[config.mk]
export PLATFORM = sky130hd
export DESIGN_NAME = deadline_scheduler
export DESIGN_NICKNAME = d
export VERILOG_FILES = /design/src/sched_data_pkg.sv /design/src/sched_ctrl_pkg.sv /design/src/deadline_slots.sv /design/src/min_index_tree.sv /design/src/grant_issue.sv /design/src/deadline_scheduler.sv
export VERILOG_INCLUDE_DIRS = /design/src /design/src/include
export SDC_FILE = /design/constraint.sdc
export NUM_CORES = 1
export LEC_CHECK = 0
export BUFFER_PORTS_ARGS = -buffer_cell sky130_fd_sc_hd__buf_2
export CORE_MARGIN = 4
export CORE_UTILIZATION = 54
export DETAILED_ROUTE_END_ITERATION = 10
export GPL_ROUTABILITY_DRIVEN = 0
export PLACE_DENSITY_LB_ADDON = 0.05
export SYNTH_ARGS = -nofsm -noshare
export SYNTH_HDL_FRONTEND = slang
export SYNTH_SLANG_ARGS = --single-unit
export TNS_END_PERCENT = 5
[constraint.sdc]
create_clock -name clk -period 7.36 [get_ports clk]
set_input_delay 1.472 -clock clk [delete_from_list [all_inputs] [get_ports clk]]
set_output_delay 1.472 -clock clk [all_outputs]
set_load 0.02 [all_outputs]
[src/include/sched_defines.svh]
`ifndef SCHED_DEFINES_SVH
`define SCHED_DEFINES_SVH

// request channels served by the scheduler
`define SCHED_CHAN_COUNT 6
`define SCHED_DEADLINE_W 8
// ceiling log2 of the channel count
`define SCHED_CHAN_IDX_W 3

`endif

[src/sched_data_pkg.sv]
`include "sched_defines.svh"

package sched_data_pkg;

    // deadline or horizon value
    typedef logic [`SCHED_DEADLINE_W-1:0] deadline_t;

    // one bit per channel, used for pending, winner and clear
    typedef logic [`SCHED_CHAN_COUNT-1:0] chan_mask_t;

    typedef logic [`SCHED_CHAN_IDX_W-1:0] chan_idx_t; // channel number

endpackage

[src/sched_ctrl_pkg.sv]
`include "sched_defines.svh"

package sched_ctrl_pkg;

    // grant issue FSM
    typedef enum logic [1:0] {
        ISSUE_IDLE,   // sample eligibility
        ISSUE_GRANT,  // grant pulse and slot clear
        ISSUE_SETTLE  // tree sees the cleared slot
    } issue_state_t;

endpackage

[src/deadline_slots.sv]
`timescale 1ns/1ps
`include "sched_defines.svh"

module deadline_slots (
    input  logic                                             clk,
    input  logic                                             rst,
    input  logic                                             push,
    input  sched_data_pkg::chan_idx_t                        push_chan,
    input  sched_data_pkg::deadline_t                        push_deadline,
    input  sched_data_pkg::chan_mask_t                       clear_mask,
    output sched_data_pkg::chan_mask_t                       pending,
    output logic [`SCHED_CHAN_COUNT*`SCHED_DEADLINE_W-1:0] slot_deadlines
);

    import sched_data_pkg::*;

    chan_mask_t push_hit;
    deadline_t  slot_q [`SCHED_CHAN_COUNT];

    // out of range channel numbers shift out of the mask and are dropped
    assign push_hit = push ? (chan_mask_t'(1) << push_chan) : '0;

    // push wins over a clear of the same slot
    always_ff @(posedge clk) begin
        if (rst) begin
            pending <= '0;
        end else begin
            pending <= (pending & ~clear_mask) | push_hit;
        end
    end

    always_ff @(posedge clk) begin
        for (int c = 0; c < `SCHED_CHAN_COUNT; c++) begin
            if (push_hit[c]) begin
                slot_q[c] <= push_deadline; // overwrite on repeated push
            end
        end
    end

    // flatten for the comparison tree, channel 0 in the low bits
    genvar g;
    generate
        for (g = 0; g < `SCHED_CHAN_COUNT; g++) begin : g_flat
            assign slot_deadlines[g*`SCHED_DEADLINE_W +: `SCHED_DEADLINE_W] = slot_q[g];
        end
    endgenerate

endmodule

[src/min_index_tree.sv]
`timescale 1ns/1ps
`include "sched_defines.svh"

// log depth minimum search over the pending slots
// each node carries the winner mask of its subtree, zero when nothing is valid
module min_index_tree (
    input  sched_data_pkg::chan_mask_t                       pending,
    input  logic [`SCHED_CHAN_COUNT*`SCHED_DEADLINE_W-1:0] slot_deadlines,
    output sched_data_pkg::deadline_t                        min_deadline,
    output sched_data_pkg::chan_mask_t                       win_mask
);

    import sched_data_pkg::*;

    localparam int DEPTH  = $clog2(`SCHED_CHAN_COUNT);
    localparam int LEAVES = 2 ** DEPTH;
    localparam int NODES  = 2 * LEAVES - 1; // 8 + 4 + 2 + 1
    localparam int ROOT   = NODES - 1;

    deadline_t  node_val  [NODES];
    chan_mask_t node_mask [NODES];

    genvar i, j;
    generate
        for (i = 0; i < LEAVES; i++) begin : g_leaf
            if (i < `SCHED_CHAN_COUNT) begin : g_real
                assign node_val[i]  = slot_deadlines[i*`SCHED_DEADLINE_W +: `SCHED_DEADLINE_W];
                assign node_mask[i] = pending[i] ? (chan_mask_t'(1) << i) : '0;
            end else begin : g_pad
                assign node_val[i]  = '0;
                assign node_mask[i] = '0; // padding leaf never wins
            end
        end

        for (i = 0; i < DEPTH; i++) begin : g_layer
            localparam int BASE      = 2 ** (DEPTH + 1) - 2 ** (DEPTH - i);
            localparam int PREV_BASE = 2 ** (DEPTH + 1) - 2 ** (DEPTH + 1 - i);
            for (j = 0; j < 2 ** (DEPTH - 1 - i); j++) begin : g_node
                localparam int C1 = PREV_BASE + 2 * j;
                localparam int C2 = C1 + 1;
                logic v1, v2, take_c1;

                assign v1 = |node_mask[C1];
                assign v2 = |node_mask[C2];
                // second child unless first is strictly smaller, so ties go high
                assign take_c1 = v1 && (!v2 || (node_val[C1] < node_val[C2]));

                assign node_val[BASE + j]  = take_c1 ? node_val[C1] :
                                             (v2 ? node_val[C2] : '0);
                assign node_mask[BASE + j] = take_c1 ? node_mask[C1] : node_mask[C2];
            end
        end
    endgenerate

    assign min_deadline = node_val[ROOT];
    assign win_mask     = node_mask[ROOT];

endmodule

[src/grant_issue.sv]
`timescale 1ns/1ps
`include "sched_defines.svh"

module grant_issue (
    input  logic                       clk,
    input  logic                       rst,
    input  sched_data_pkg::deadline_t  min_deadline,
    input  sched_data_pkg::chan_mask_t win_mask,
    input  sched_data_pkg::deadline_t  horizon,
    input  logic                       issue_en,
    output logic                       grant,
    output sched_data_pkg::chan_idx_t  grant_chan,
    output sched_data_pkg::deadline_t  grant_deadline,
    output sched_data_pkg::chan_mask_t clear_mask
);

    import sched_data_pkg::*;
    import sched_ctrl_pkg::*;

    issue_state_t state;
    chan_mask_t   win_q;
    logic         eligible;

    // one-hot mask to channel number
    function automatic chan_idx_t mask_to_idx(input chan_mask_t mask);
        chan_idx_t idx;
        idx = '0;
        for (int c = 0; c < `SCHED_CHAN_COUNT; c++) begin
            if (mask[c]) begin
                idx = chan_idx_t'(c);
            end
        end
        return idx;
    endfunction

    // nonzero mask means something is pending
    assign eligible = (|win_mask) && (min_deadline < horizon) && issue_en;

    always_ff @(posedge clk) begin
        if (rst) begin
            state <= ISSUE_IDLE;
        end else begin
            case (state)
                ISSUE_IDLE:   state <= eligible ? ISSUE_GRANT : ISSUE_IDLE;
                ISSUE_GRANT:  state <= ISSUE_SETTLE; // slot clears on this edge
                ISSUE_SETTLE: state <= ISSUE_IDLE;
                default:      state <= ISSUE_IDLE;
            endcase
        end
    end

    // winner held for the whole grant cycle, later pushes do not disturb it
    always_ff @(posedge clk) begin
        if (state == ISSUE_IDLE && eligible) begin
            win_q          <= win_mask;
            grant_chan     <= mask_to_idx(win_mask);
            grant_deadline <= min_deadline;
        end
    end

    assign grant      = (state == ISSUE_GRANT);
    assign clear_mask = grant ? win_q : '0;

endmodule

[src/deadline_scheduler.sv]
`timescale 1ns/1ps
`include "sched_defines.svh"

module deadline_scheduler (
    input  logic                       clk,
    input  logic                       rst,
    input  logic                       push,
    input  sched_data_pkg::chan_idx_t  push_chan,
    input  sched_data_pkg::deadline_t  push_deadline,
    input  sched_data_pkg::deadline_t  horizon,
    input  logic                       issue_en,
    output logic                       grant,
    output sched_data_pkg::chan_idx_t  grant_chan,
    output sched_data_pkg::deadline_t  grant_deadline,
    output sched_data_pkg::chan_mask_t pending
);

    import sched_data_pkg::*;

    logic [`SCHED_CHAN_COUNT*`SCHED_DEADLINE_W-1:0] slot_deadlines;
    deadline_t  min_deadline;
    chan_mask_t win_mask;
    chan_mask_t clear_mask; // fed back from the issuer

    deadline_slots deadline_slots_inst (
        .clk            (clk),
        .rst            (rst),
        .push           (push),
        .push_chan      (push_chan),
        .push_deadline  (push_deadline),
        .clear_mask     (clear_mask),
        .pending        (pending),
        .slot_deadlines (slot_deadlines)
    );

    min_index_tree min_index_tree_inst (
        .pending        (pending),
        .slot_deadlines (slot_deadlines),
        .min_deadline   (min_deadline),
        .win_mask       (win_mask)
    );

    grant_issue grant_issue_inst (
        .clk            (clk),
        .rst            (rst),
        .min_deadline   (min_deadline),
        .win_mask       (win_mask),
        .horizon        (horizon),
        .issue_en       (issue_en),
        .grant          (grant),
        .grant_chan     (grant_chan),
        .grant_deadline (grant_deadline),
        .clear_mask     (clear_mask)
    );

endmodule

### Word level (Yosys, flattened, before mapping)

Memories as Yosys holds them, arrays and structs flattened.
Index checks and enable logic that the tools add are counted.

| operators by class | value |
|---|---|
| reductions and logical operators | 32 |
| equal/unequal tests | 1 |
| shifts and indexed selects | 1 |
| order comparisons | 6 |
| bitwise gates (word level) | 3 |
| multiplexer cells | 43 |

Operator list:

| operator | count |
|---|---|
| $mux 8 | 11 |
| $reduce_or 6->1 | 12 |
| $mux 6 | 9 |
| $lt 8x8->1 | 6 |
| $mux 1 | 16 |
| $logic_and 1x1->1 | 8 |
| $and 6x6->6 | 1 |
| $mux 2 | 3 |
| $not 6->6 | 1 |
| $or 6x6->6 | 1 |
| $shl 1x3->6 const A | 1 |
| $logic_not 1->1 | 5 |
| $logic_or 1x1->1 | 5 |
| $mux 5 | 1 |
| $mux 4 | 1 |
| $pmux 2 s2 | 1 |
| $mux 3 | 1 |
| $eq 2x1->1 const B | 1 |
| $logic_not 2->1 | 1 |
| $reduce_or 2->1 | 1 |

| storage, ports and cells | value |
|---|---|
| bits in registers | 25 |
| memory bits (writable) | 48 |
| memories kept | 1 |
| input bits | 23 |
| output and inout bits | 18 |
| logic and storage cells | 93 |

Memory list:

| memory | words | width | rd ports | clocked after memory_dff | write ports | line | source |
|---|---|---|---|---|---|---|---|
| deadline_slots_inst.slot_q | 6 | 8 | 6 | 0 | 6 | deadline_slots.sv:18 | `` deadline_t slot_q [`SCHED_CHAN_COUNT]; `` |

### Depth between registers and ports, before layout

Gate-level depths: netlist (run 1).

| depth | value |
|---|---|
| depth after elaboration | 20 |
| depth in mapped cells | 34 |
| gate-level depth less buffers | 31 |

### By module

A second synthesis (run 1) with hierarchy kept.

| unflattened totals | value |
|---|---|
| cells, all modules | 378 |
| area total of the unflattened synthesis | 4202.8 sq um |

By module, submodules not included:

| module | cells an instance | area an instance (sq um) | times used |
|---|---|---|---|
| deadline_slots | 78 | 1720.4 | 1 |
| min_index_tree | 239 | 1646.6 | 1 |
| grant_issue | 61 | 835.8 | 1 |

### Least setup slack after synthesis (run 1)

Ideal clock, no wire load.

| path | value |
|---|---|
| path kind | register -> register |
| from | memory deadline_slots_inst.slot_q[2][5] in the netlist's numbering |
| to | register grant_issue_inst.grant_chan[0] (enable) |
| data required time | 6.948 ns |
| arrival | 7.248 ns |
| period minus slack after synthesis | 7.660 ns |
| setup time | 0.412 ns |
| path slack | -0.300 ns |
| cell stages (with the launch flop) | 33 |
| path buffers | 3 |
| cells stage by stage | edfxtp_1 ha_1 a211o_1 a2111oi_0 a21oi_1 nand2_1 clkbuf_1 nand2_1 o21ai_0 inv_1 ha_1 a211oi_1 nor2_1 o41ai_1 o21a_1 a41oi_4 buf_8 mux2i_1 inv_1 ha_1 a211oi_1 nor2_1 o32ai_1 o21bai_1 nor3_1 nor3_2 buf_6 mux2i_1 ha_1 nor2b_1 o21ai_0 a21boi_0 nor3_1 |

RTL lines:

| what | line | source |
|---|---|---|
| start, declared | deadline_slots.sv:18 |  |
| end signal, assigned | grant_issue.sv:56 | `grant_chan <= mask_to_idx(win_mask);` |
| end, declared | grant_issue.sv:12 | `output sched_data_pkg::chan_idx_t grant_chan,` |

==> flow_summary_export.csv, run 1 <==
group,metric,value,unit
setup_path,reg2reg_slack,-0.02,ns
finish,nFillCells,558,
worst_hold_path,hold_path.class,"reg2reg",
placement,post-dp-hpwl,8.24,mm
yosys,synth.most_common_cell,"edfxtp_1",
setup_path,critical_path_peak_fanout,8,
global_route,grt.overflow.total,0,
setup_path,path_delay_family,"compound AO/OA/AOI/OAI gates",
die,io_pins,41,
sta,relSlewSlack,36.1,%
route,drc,0,
yosys,seq_area_frac_synth,48.9,%
yosys,synth_async_sr_flop_share,0,%
setup_path,start_kind,"register",
finish,nets,592,
route,drt_iter0_markers,278,
setup_path,r2r_start,"deadline_slots_inst.slot_q[2][5]",
route,wire_per_inst,18.4,um
yosys,syn_inst,414,
sta,setup_violations,17,
die,initial_core_util,55.6,%
finish,areaGrowthSynthToFinish,31.5,%
worst_hold_path,hold-path-cell-count,3,
yosys,synth_fa_ha_area_share,12.2,%
setup_path,r2r_end,"grant_issue_inst.grant_chan[1]",
finish,drive_above_1_share,35.2,%
clocking,cts_root_buffer,"clkbuf_8",
pwr,leakagePower,2.46,nW
die,fp-row-count,32,
setup_path,cp_num_buf_inv,6,
setup_path,required,7.42,ns
yosys,synth_top_family_by_area,"simple AND/OR/NAND/NOR gates",
sta,max_freq,135,MHz
clocking,cts_buffers,9,
pwr,powerDensity,176,mW/mm^2
route,routed_via_density,5.71,
clocking,cts_hold_buf,0,
setup_path,worst_path_largest_cell_delay,0.43,ns
clocking,cts_tree,"yes",
yosys,ys.warnings.count,0,
yosys,synth.largest_area_cell,"edfxtp_1",
route,vias,3620,
yosys,yosysTopAreaCellShare,45.2,%
sta,drv_slew,0,
global_route,grt_pass1_vias,3423,
finish,num_antenna_cells,0,
yosys,synth-compound-area-share,13.3,%
global_route,grt_pass1_wl,17.4,mm
sta,tightest_slew,0.955,ns
yosys,synth_nets,479,
run,drv_cap,0,
setup_path,cp.arrival,7.44,ns
sta,setup_slack,-0.0226,ns
yosys,synth_simple_gate_area_share,16.1,%
yosys,ys_types,56,
sta,fin_crit,7.38,ns
setup_path,crit_type,"reg2reg",
clocking,insertion_delay,0.35,ns
clocking,clkTransAtPathRegs,0.08,ns
die,die-area,0.00949,mm^2
yosys,synthTopCellsByArea,"edfxtp_1 (45%), ha_1 (12%), nand2_1 (4.0%)",
sta,fin_skew,0.0139,ns
yosys,yosys_register_bits,73,
die,fp.dieH,97.4,um
clocking,htree_num_levels,3,
setup_path,slowest_stage,"a2111oi_4",
status,violations,"setup timing",
yosys,synth_area,0.00432,mm^2
status,status,"complete, but fails checks",
yosys,muxShareOfSynthArea,3.25,%
global_route,grt_usage,23.3,%
setup_path,ff2ff_path_depth,33,
yosys,avgSynthCellArea,10.4,um^2
pwr,peakVddDrop,0.000120,V
yosys,synth-main-ff-cell,"edfxtp_1",
die,coreArea,0.00777,mm^2
sta,post-route-period-util,100,%
yosys,synth_commonest_cells,"edfxtp_1 (65), nand2_1 (46), inv_1 (45)",
worst_hold_path,hold_start,"grant_issue_inst.win_q[2]",
yosys,synth_xor_xnor_area_share,0,%
yosys,synth_edf_count,65,
die,die_x,97.4,um
route,dr.pass1.iters,6,
sta,hold_viol_final,0,
placement,port_buffers,40,
route,wirelength,11.7,mm
finish,fin_util,73.1,%
placement,place_ws,-0.487,ns
clocking,cts_num_sinks,73,
global_route,grt_max_degree,16,
setup_path,end_kind,"register",
worst_hold_path,min_delay_worst_endpoint,"deadline_slots_inst.pending[2]",
global_route,antenna_found_initial,0,
sta,whs,0.582,ns
route,ant_nets,0,
clocking,clk_path_buf_depth,2,
setup_path,worst-path-stages,33,
cell type report:
class	count	area (um^2)	area share, %
multi-input combinational	280	2240	39.4
clock inverter	6	58.8	1.04
tap	102	128	2.25
inverter	45	169	2.97
clock buffer	10	128	2.25
sequential	73	2110	37.2
timing repair buffer	118	846	14.9
placed cells by master, fill, tap and decap left out, types with 8 or more instances in the layout:
cell	netlist	routed
buf_4	6	68
edfxtp_1	65	65
nand2_1	46	45
inv_1	45	42
buf_2	0	40
ha_1	42	35
nor2_1	29	27
a21oi_1	19	16
o21ai_0	18	10
nand3_1	11	9
clkbuf_8	0	9
and3_1	8	8
mux2i_1	14	8
buf_6	1	8
dfxtp_1	8	8
sequential cells by signal, indices dropped and copies added (netlist names):
name	cells
deadline_slots_inst.slot_q	48
deadline_slots_inst.pending	6
grant_issue_inst.grant_deadline	8
grant_issue_inst.grant_chan	3
grant_issue_inst.win_q	6
grant_issue_inst.state	2
through the flow:
step | cells | area [um^2] | TNS (ns) | total power [mW]
floorplan | 414 | 4320 | 0 | 0.586
global placement | 600 | 5010 | -3.71 | 0.653
detailed placement | 600 | 5010 | -8.27 | 0.656
CTS | 618 | 5230 | 0 | 0.953
global route | 634 | 5680 | -4.14 | 1.05
finish | 634 | 5680 | -0.319 | 0.999
how the worst max path moves through the flow:
stage | to | slack (ns) | startpoint
2_1_floorplan | grant_issue_inst.grant_chan[0] | 0.19 | deadline_slots_inst.slot_q[2][5]
3_5_place_dp | grant_issue_inst.win_q[3] | -0.49 | deadline_slots_inst.slot_q[2][5]
4_1_cts | grant_issue_inst.win_q[2] | 0.04 | deadline_slots_inst.slot_q[2][5]
3_3_place_gp | grant_issue_inst.win_q[3] | -0.22 | deadline_slots_inst.slot_q[2][5]
6_report | grant_issue_inst.grant_chan[1] | -0.02 | deadline_slots_inst.slot_q[2][5]
5_1_grt | grant_issue_inst.win_q[2] | -0.24 | deadline_slots_inst.slot_q[2][5]
kinds of logic (layout without fill, tap and decap cells):
kind of cell / Yosys count / count (layout)
AOI/OAI and AO/OA: 82 / 82
and+or+nand+nor: 142 / 142
adders and majority gates: 42 / 42
DFF: 73 / 73
buffers and inverters: 61 / 179
muxes: 14 / 14
timing repair:
action	in CTS	in global routing
endpoints found under the setup margin	17	18
pin swaps	1	21
cloned	0	2
hold endpoints to repair	0	0
buffers inserted	2	15
resized for setup	2	66
report_power, final:
part / switching, mW / internal, mW / leakage, nW
Combinational: 0.118 / 0.0990 / 1.71
Clock: 0.148 / 0.154 / 0.0897
Sequential: 0.00841 / 0.471 / 0.652
Total: 0.275 / 0.725 / 2.46
tightest hold or removal path, stage by stage (launching register included):
cell and delay [ns]:
edfxtp_1 0.36, nand2_1 0.07, a21oi_1 0.06, nor2_1 0.07
routing by layer:
layer,share of wire (%),vias up,track usage (%)
met5,0,-,0
met4,2.5,0,5.64
met3,6.2,24,4.74
met2,47,139,37.3
met1,44,1731,32.6
li1,-,1726,-
(Power assumes the default switching activity.)
==> run 2, diff against run 1 <==
--- a/config.mk
+++ b/config.mk
@@ -8,7 +8,8 @@
 export LEC_CHECK = 0
 export BUFFER_PORTS_ARGS = -buffer_cell sky130_fd_sc_hd__buf_2
 export CORE_MARGIN = 4
-export CORE_UTILIZATION = 54
+export CORE_UTILIZATION = 56
+export CTS_BUF_LIST = sky130_fd_sc_hd__clkbuf_2 sky130_fd_sc_hd__clkbuf_4 sky130_fd_sc_hd__clkbuf_8
 export DETAILED_ROUTE_END_ITERATION = 10
 export GPL_ROUTABILITY_DRIVEN = 0
 export PLACE_DENSITY_LB_ADDON = 0.05
==> flow_summary_export.csv, run 2 (synthesis results as in run 1) <==
group,metric,value,unit
status,status,"finished, final reports clean",
setup_path,critical_path_peak_fanout,15,
finish,stdcell_count,625,
die,fp.dieH,95.8,um
die,die_x,95.8,um
finish,final_common_cell,"buf_4",
pwr,power.switching,279,uW
finish,layout_common_cells,"buf_4 (66), edfxtp_1 (65), nand2_1 (45)",
placement,port_buffers,40,
sta,setup_slack,0.116,ns
clocking,cts_buffers,9,
global_route,grt_use_met1,33.5,%
route,wire_per_inst,17.7,um
sta,hold_viol_final,0,
route,vias,3577,
global_route,antenna_found_initial,0,
clocking,htree_num_levels,3,
die,coreArea,0.00737,mm^2
setup_path,cpMostUsedCell,"nor3_2",
route,drt_iter0_markers,267,
global_route,grt.overflow.total,0,
sta,fin_crit,7.24,ns
setup_path,end_kind,"register",
die,fp-row-count,31,
pwr,combinationalPowerShare,22.3,%
finish,nets,586,
route,drc,0,
setup_path,slowest_stage,"a41oi_4",
sta,relSlewSlack,36.4,%
global_route,grt_usage,24.0,%
sta,tightest_slew,0.951,ns
global_route,grt_max_degree,18,
clocking,cts_root_buffer,"clkbuf_8",
placement,post-dp-hpwl,8.15,mm
die,initial_core_util,58.6,%
finish,num_antenna_cells,0,
pwr,powerDensity,174,mW/mm^2
clocking,clkTransAtPathRegs,0.08,ns
finish,largestRegisters,"deadline_slots_inst.slot_q (48), grant_issue_inst.grant_deadline (8)",
route,wirelength,11.0,mm
setup_path,required,7.43,ns
finish,drive_above_1_share,35.4,%
sta,drv_slew,0,
route,ant_nets,0,
setup_path,cp.arrival,7.32,ns
setup_path,worst_path_largest_cell_delay,0.43,ns
sta,whs,0.572,ns
route,dr.pass1.iters,5,
pwr,p_int,699,uW
setup_path,cp_num_buf_inv,7,
setup_path,crit_type,"reg2reg",
setup_path,start_kind,"register",
run,drv_cap,0,
pwr,power.share.switching,28.5,%
finish,regMostFlops,"deadline_slots_inst.slot_q",
pwr,peakVddDrop,0.0000977,V
global_route,grt_util_met2,38.0,%
global_route,grt_pass1_vias,3208,
route,routed_via_density,5.72,
placement,place_ws,-0.348,ns
global_route,grt_pass1_wl,16.1,mm
global_route,busiest_layer,"met2",
pwr,leakagePower,2.42,nW
pwr,power_frac_clock,28.6,%
placement,dp.cells,596,
clocking,insertion_delay,0.35,ns
sta,max_freq,138,MHz
sta,fin_skew,0.0162,ns
clocking,cts_tree,"yes",
finish,largest_reg_flops,48,
worst_hold_path,hold_path.class,"reg2reg",
die,io_pins,41,
die,die-area,0.00918,mm^2
global_route,met3_usage,5.32,%
setup_path,path_delay_family,"compound AO/OA/AOI/OAI gates",
pwr,seq_power_share,49.0,%
clocking,clk_path_buf_depth,2,
sta,setup_violations,0,
finish,areaGrowthSynthToFinish,29.9,%
clocking,cts_num_sinks,73,
sta,post-route-period-util,98.4,%
run 2: area by class of cell:
class | instances | area (um^2)
clock inverter | 6 | 45.0
multi-input combinational | 280 | 2230
clock buffer | 10 | 131
fill | 501 | 1760
inverter | 45 | 169
timing repair buffer | 112 | 795
tap | 99 | 124
sequential | 73 | 2110
run 2: worst register-to-register path: cells and delay by family (launching register included):
kind,cells,cell delay [ns]
simple gates,10,1.30
flops,1,0.42
mux,2,0.59
compound gates,12,2.69
fa+ha+maj,4,1.04
buf+inv,7,0.95
run 2: timing repair:
| item | 4_1_cts | 5_1_grt |
|---|---|---|
| hold buffers | 0 | 0 |
| setup endpoints to repair | 17 | 18 |
| gates cloned | 0 | 1 |
| pin swaps | 1 | 19 |
| resized for setup | 1 | 67 |
| setup buffers | 1 | 11 |
run 2: path summary, 6_finish.rpt:
check / endpoint / cells after the start / slack (ns) / startpoint
max reg2reg: grant_issue_inst.grant_deadline[3] / 35 / 0.12 / deadline_slots_inst.slot_q[3][5]
min reg2reg: deadline_slots_inst.pending[2] / 3 / 0.57 / grant_issue_inst.win_q[2]
max: grant_issue_inst.grant_deadline[3] / 35 / 0.12 / deadline_slots_inst.slot_q[3][5]
min: deadline_slots_inst.pending[2] / 3 / 0.57 / grant_issue_inst.win_q[2]
run 2: per-stage QoR:
step	utilization [%]	TNS, ns	power [mW]	area [um^2]
after global routing	76.1	-3.42	1.03	5610
after global placement	67.9	-3.51	0.652	5000
final	76.1	0	0.978	5610
after CTS	70.7	0	0.936	5210
after floorplan	-	0	0.586	4320
after detailed placement	67.9	-5.91	0.657	5000
run 2: power groups by stage:
stage	Clock (mW)	Sequential [mW]	Combinational, mW
2_1_floorplan	0	0.493	0.0933
3_3_place_gp	0	0.488	0.164
3_5_place_dp	0	0.489	0.168
4_1_cts	0.284	0.479	0.172
5_1_grt	0.308	0.481	0.236
6_report	0.280	0.480	0.218
run 2: metal layers:
layer / vias to the layer above / share of wire, %
met5: - / 0
met4: 0 / 1.5
met3: 12 / 7.0
met2: 143 / 47
met1: 1700 / 44
li1: 1722 / -
==> run 3, diff against run 2 <==
--- a/config.mk
+++ b/config.mk
@@ -8,7 +8,7 @@
 export LEC_CHECK = 0
 export BUFFER_PORTS_ARGS = -buffer_cell sky130_fd_sc_hd__buf_2
 export CORE_MARGIN = 4
-export CORE_UTILIZATION = 56
+export CORE_UTILIZATION = 45
 export CTS_BUF_LIST = sky130_fd_sc_hd__clkbuf_2 sky130_fd_sc_hd__clkbuf_4 sky130_fd_sc_hd__clkbuf_8
 export DETAILED_ROUTE_END_ITERATION = 10
 export GPL_ROUTABILITY_DRIVEN = 0
==> flow_summary_export.csv, run 3 (synthesis results as in run 1) <==
group,metric,value,unit
clocking,clk_path_buf_depth,2,
die,fp.dieH,106,um
setup_path,slowest_stage,"edfxtp_1",
clocking,cts_buffers,9,
die,coreArea,0.00928,mm^2
worst_hold_path,hold-path-cell-count,3,
status,status,"finished, final reports clean",
finish,regMostFlops,"deadline_slots_inst.slot_q",
global_route,grt_pass1_vias,3386,
route,drt_iter0_markers,133,
clocking,clkTransAtPathRegs,0.08,ns
route,routed_via_density,5.25,
worst_hold_path,min_delay_worst_endpoint,"deadline_slots_inst.pending[0]",
run,drv_cap,0,
setup_path,cpMostUsedCell,"ha_1",
setup_path,reg2reg_slack,0.47,ns
pwr,p_int,781,uW
die,fp-row-count,35,
sta,max_freq,145,MHz
global_route,grt_pass1_wl,17.4,mm
clocking,cts_tree,"yes",
route,drc,0,
setup_path,required,7.42,ns
setup_path,critical_path_peak_fanout,14,
finish,num_antenna_cells,0,
pwr,seq_power_share,45.9,%
global_route,grt_max_degree,16,
route,vias,3429,
route,wire_per_inst,16.6,um
die,die-area,0.0112,mm^2
setup_path,crit_type,"reg2reg",
finish,stdcell_count,653,
worst_hold_path,hold_path.class,"reg2reg",
clocking,insertion_delay,0.35,ns
clocking,cts_root_buffer,"clkbuf_8",
setup_path,r2r_start,"deadline_slots_inst.slot_q[2][5]",
sta,post-route-period-util,93.7,%
clocking,htree_num_levels,3,
finish,drive_above_1_share,30.0,%
setup_path,start_kind,"register",
placement,port_buffers,40,
setup_path,r2r_end,"grant_issue_inst.win_q[4]",
die,initial_core_util,46.5,%
finish,layout_common_cells,"buf_4 (68), edfxtp_1 (65), nand2_1 (46)",
finish,areaGrowthSynthToFinish,26.5,%
die,io_pins,41,
sta,relSlewSlack,37.3,%
finish,largestRegisters,"deadline_slots_inst.slot_q (48), grant_issue_inst.grant_deadline (8)",
sta,setup_violations,0,
sta,fin_crit,6.89,ns
worst_hold_path,hold_start,"grant_issue_inst.win_q[0]",
clocking,cts_num_sinks,73,
route,ant_nets,0,
sta,setup-tns-final,0,ns
pwr,peakVddDrop,0.000100,V
clocking,cts_hold_buf,0,
sta,drv_slew,0,
finish,nets,584,
placement,post-dp-hpwl,8.50,mm
pwr,power.share.switching,25.3,%
sta,tightest_slew,0.937,ns
route,dr.pass1.iters,4,
global_route,grt_usage,20.3,%
placement,dp.cells,632,
pwr,power.switching,264,uW
setup_path,worst_path_largest_cell_delay,0.40,ns
route,wirelength,10.8,mm
sta,fin_skew,0.00930,ns
sta,hold_viol_final,0,
setup_path,cp.arrival,6.96,ns
global_route,antenna_found_initial,0,
finish,largest_reg_flops,48,
setup_path,ff2ff_path_depth,34,
pwr,combinationalPowerShare,17.8,%
pwr,leakagePower,2.44,nW
pwr,powerDensity,191,mW/mm^2
die,die_x,106,um
setup_path,end_kind,"register",
finish,final_common_cell,"buf_4",
global_route,grt.overflow.total,0,
pwr,power_frac_clock,36.3,%
## run 3: worst max path at each step
stage	startpoint	end	cells past startpoint
finish	deadline_slots_inst.slot_q[2][5]	grant_issue_inst.win_q[4]	34
detailed placement	deadline_slots_inst.slot_q[2][5]	grant_issue_inst.win_q[0]	31
floorplan	deadline_slots_inst.slot_q[2][5]	grant_issue_inst.grant_chan[0]	32
global placement	deadline_slots_inst.slot_q[2][5]	grant_issue_inst.win_q[0]	32
CTS	deadline_slots_inst.slot_q[2][5]	grant_issue_inst.win_q[2]	33
global route	deadline_slots_inst.slot_q[2][5]	grant_issue_inst.win_q[2]	34
## run 3: area by class of cell
cell class / count / area, um^2
Fill cell: 826 / 3820
Multi-Input combinational cell: 280 / 2030
Clock inverter: 7 / 118
Timing Repair Buffer: 110 / 751
Tap cell: 129 / 161
Clock buffer: 9 / 124
Inverter: 45 / 169
Sequential cell: 73 / 2110
## run 3: routing by layer
metal  vias up  track usage (%)  routed length, um
met5         -                0                  0
met4         0             9.34                325
met3        23             4.01                560
met2        87             31.3               4840
met1      1613             27.7               5090
li1       1706                -                  -
## run 3: what timing repair did
action | 4_1_cts | 5_1_grt
buffers inserted | 2 | 3
pin swaps | 1 | 4
endpoints found under the setup margin | 17 | 18
resized for setup | 1 | 22
## run 3: per-stage QoR
| stage | util (%) | instance area [um^2] | power, mW | hold slack (ns) | setup WS, ns |
|---|---|---|---|---|---|
| CTS | 57.8 | 5360 | 1.04 | 0.578 | 0.0201 |
| global route | 58.8 | 5460 | 1.09 | 0.605 | -0.00858 |
| finish | 58.8 | 5460 | 1.04 | 0.572 | 0.466 |
| detailed placement | 54.8 | 5090 | 0.659 | 0.570 | -0.564 |
| floorplan | - | 4320 | 0.586 | 0.524 | 0.192 |
| global placement | 54.8 | 5090 | 0.656 | 0.565 | -0.277 |
## run 3: power by group through the flow
stage	clock (mW)	combinational (mW)	sequential, mW
2_1_floorplan	0	0.0933	0.493
3_3_place_gp	0	0.168	0.489
3_5_place_dp	0	0.170	0.489
4_1_cts	0.390	0.175	0.479
5_1_grt	0.407	0.206	0.481
6_report	0.379	0.186	0.479
## run 3: critical path, delay by kind of cell (launching register included)
family          cells  cell delay (ns)
compound gates     13             2.62
fa+ha+maj           4             1.22
buf+inv             6             0.78
mux                 2             0.53
simple gates        9             1.04
flops               1             0.40
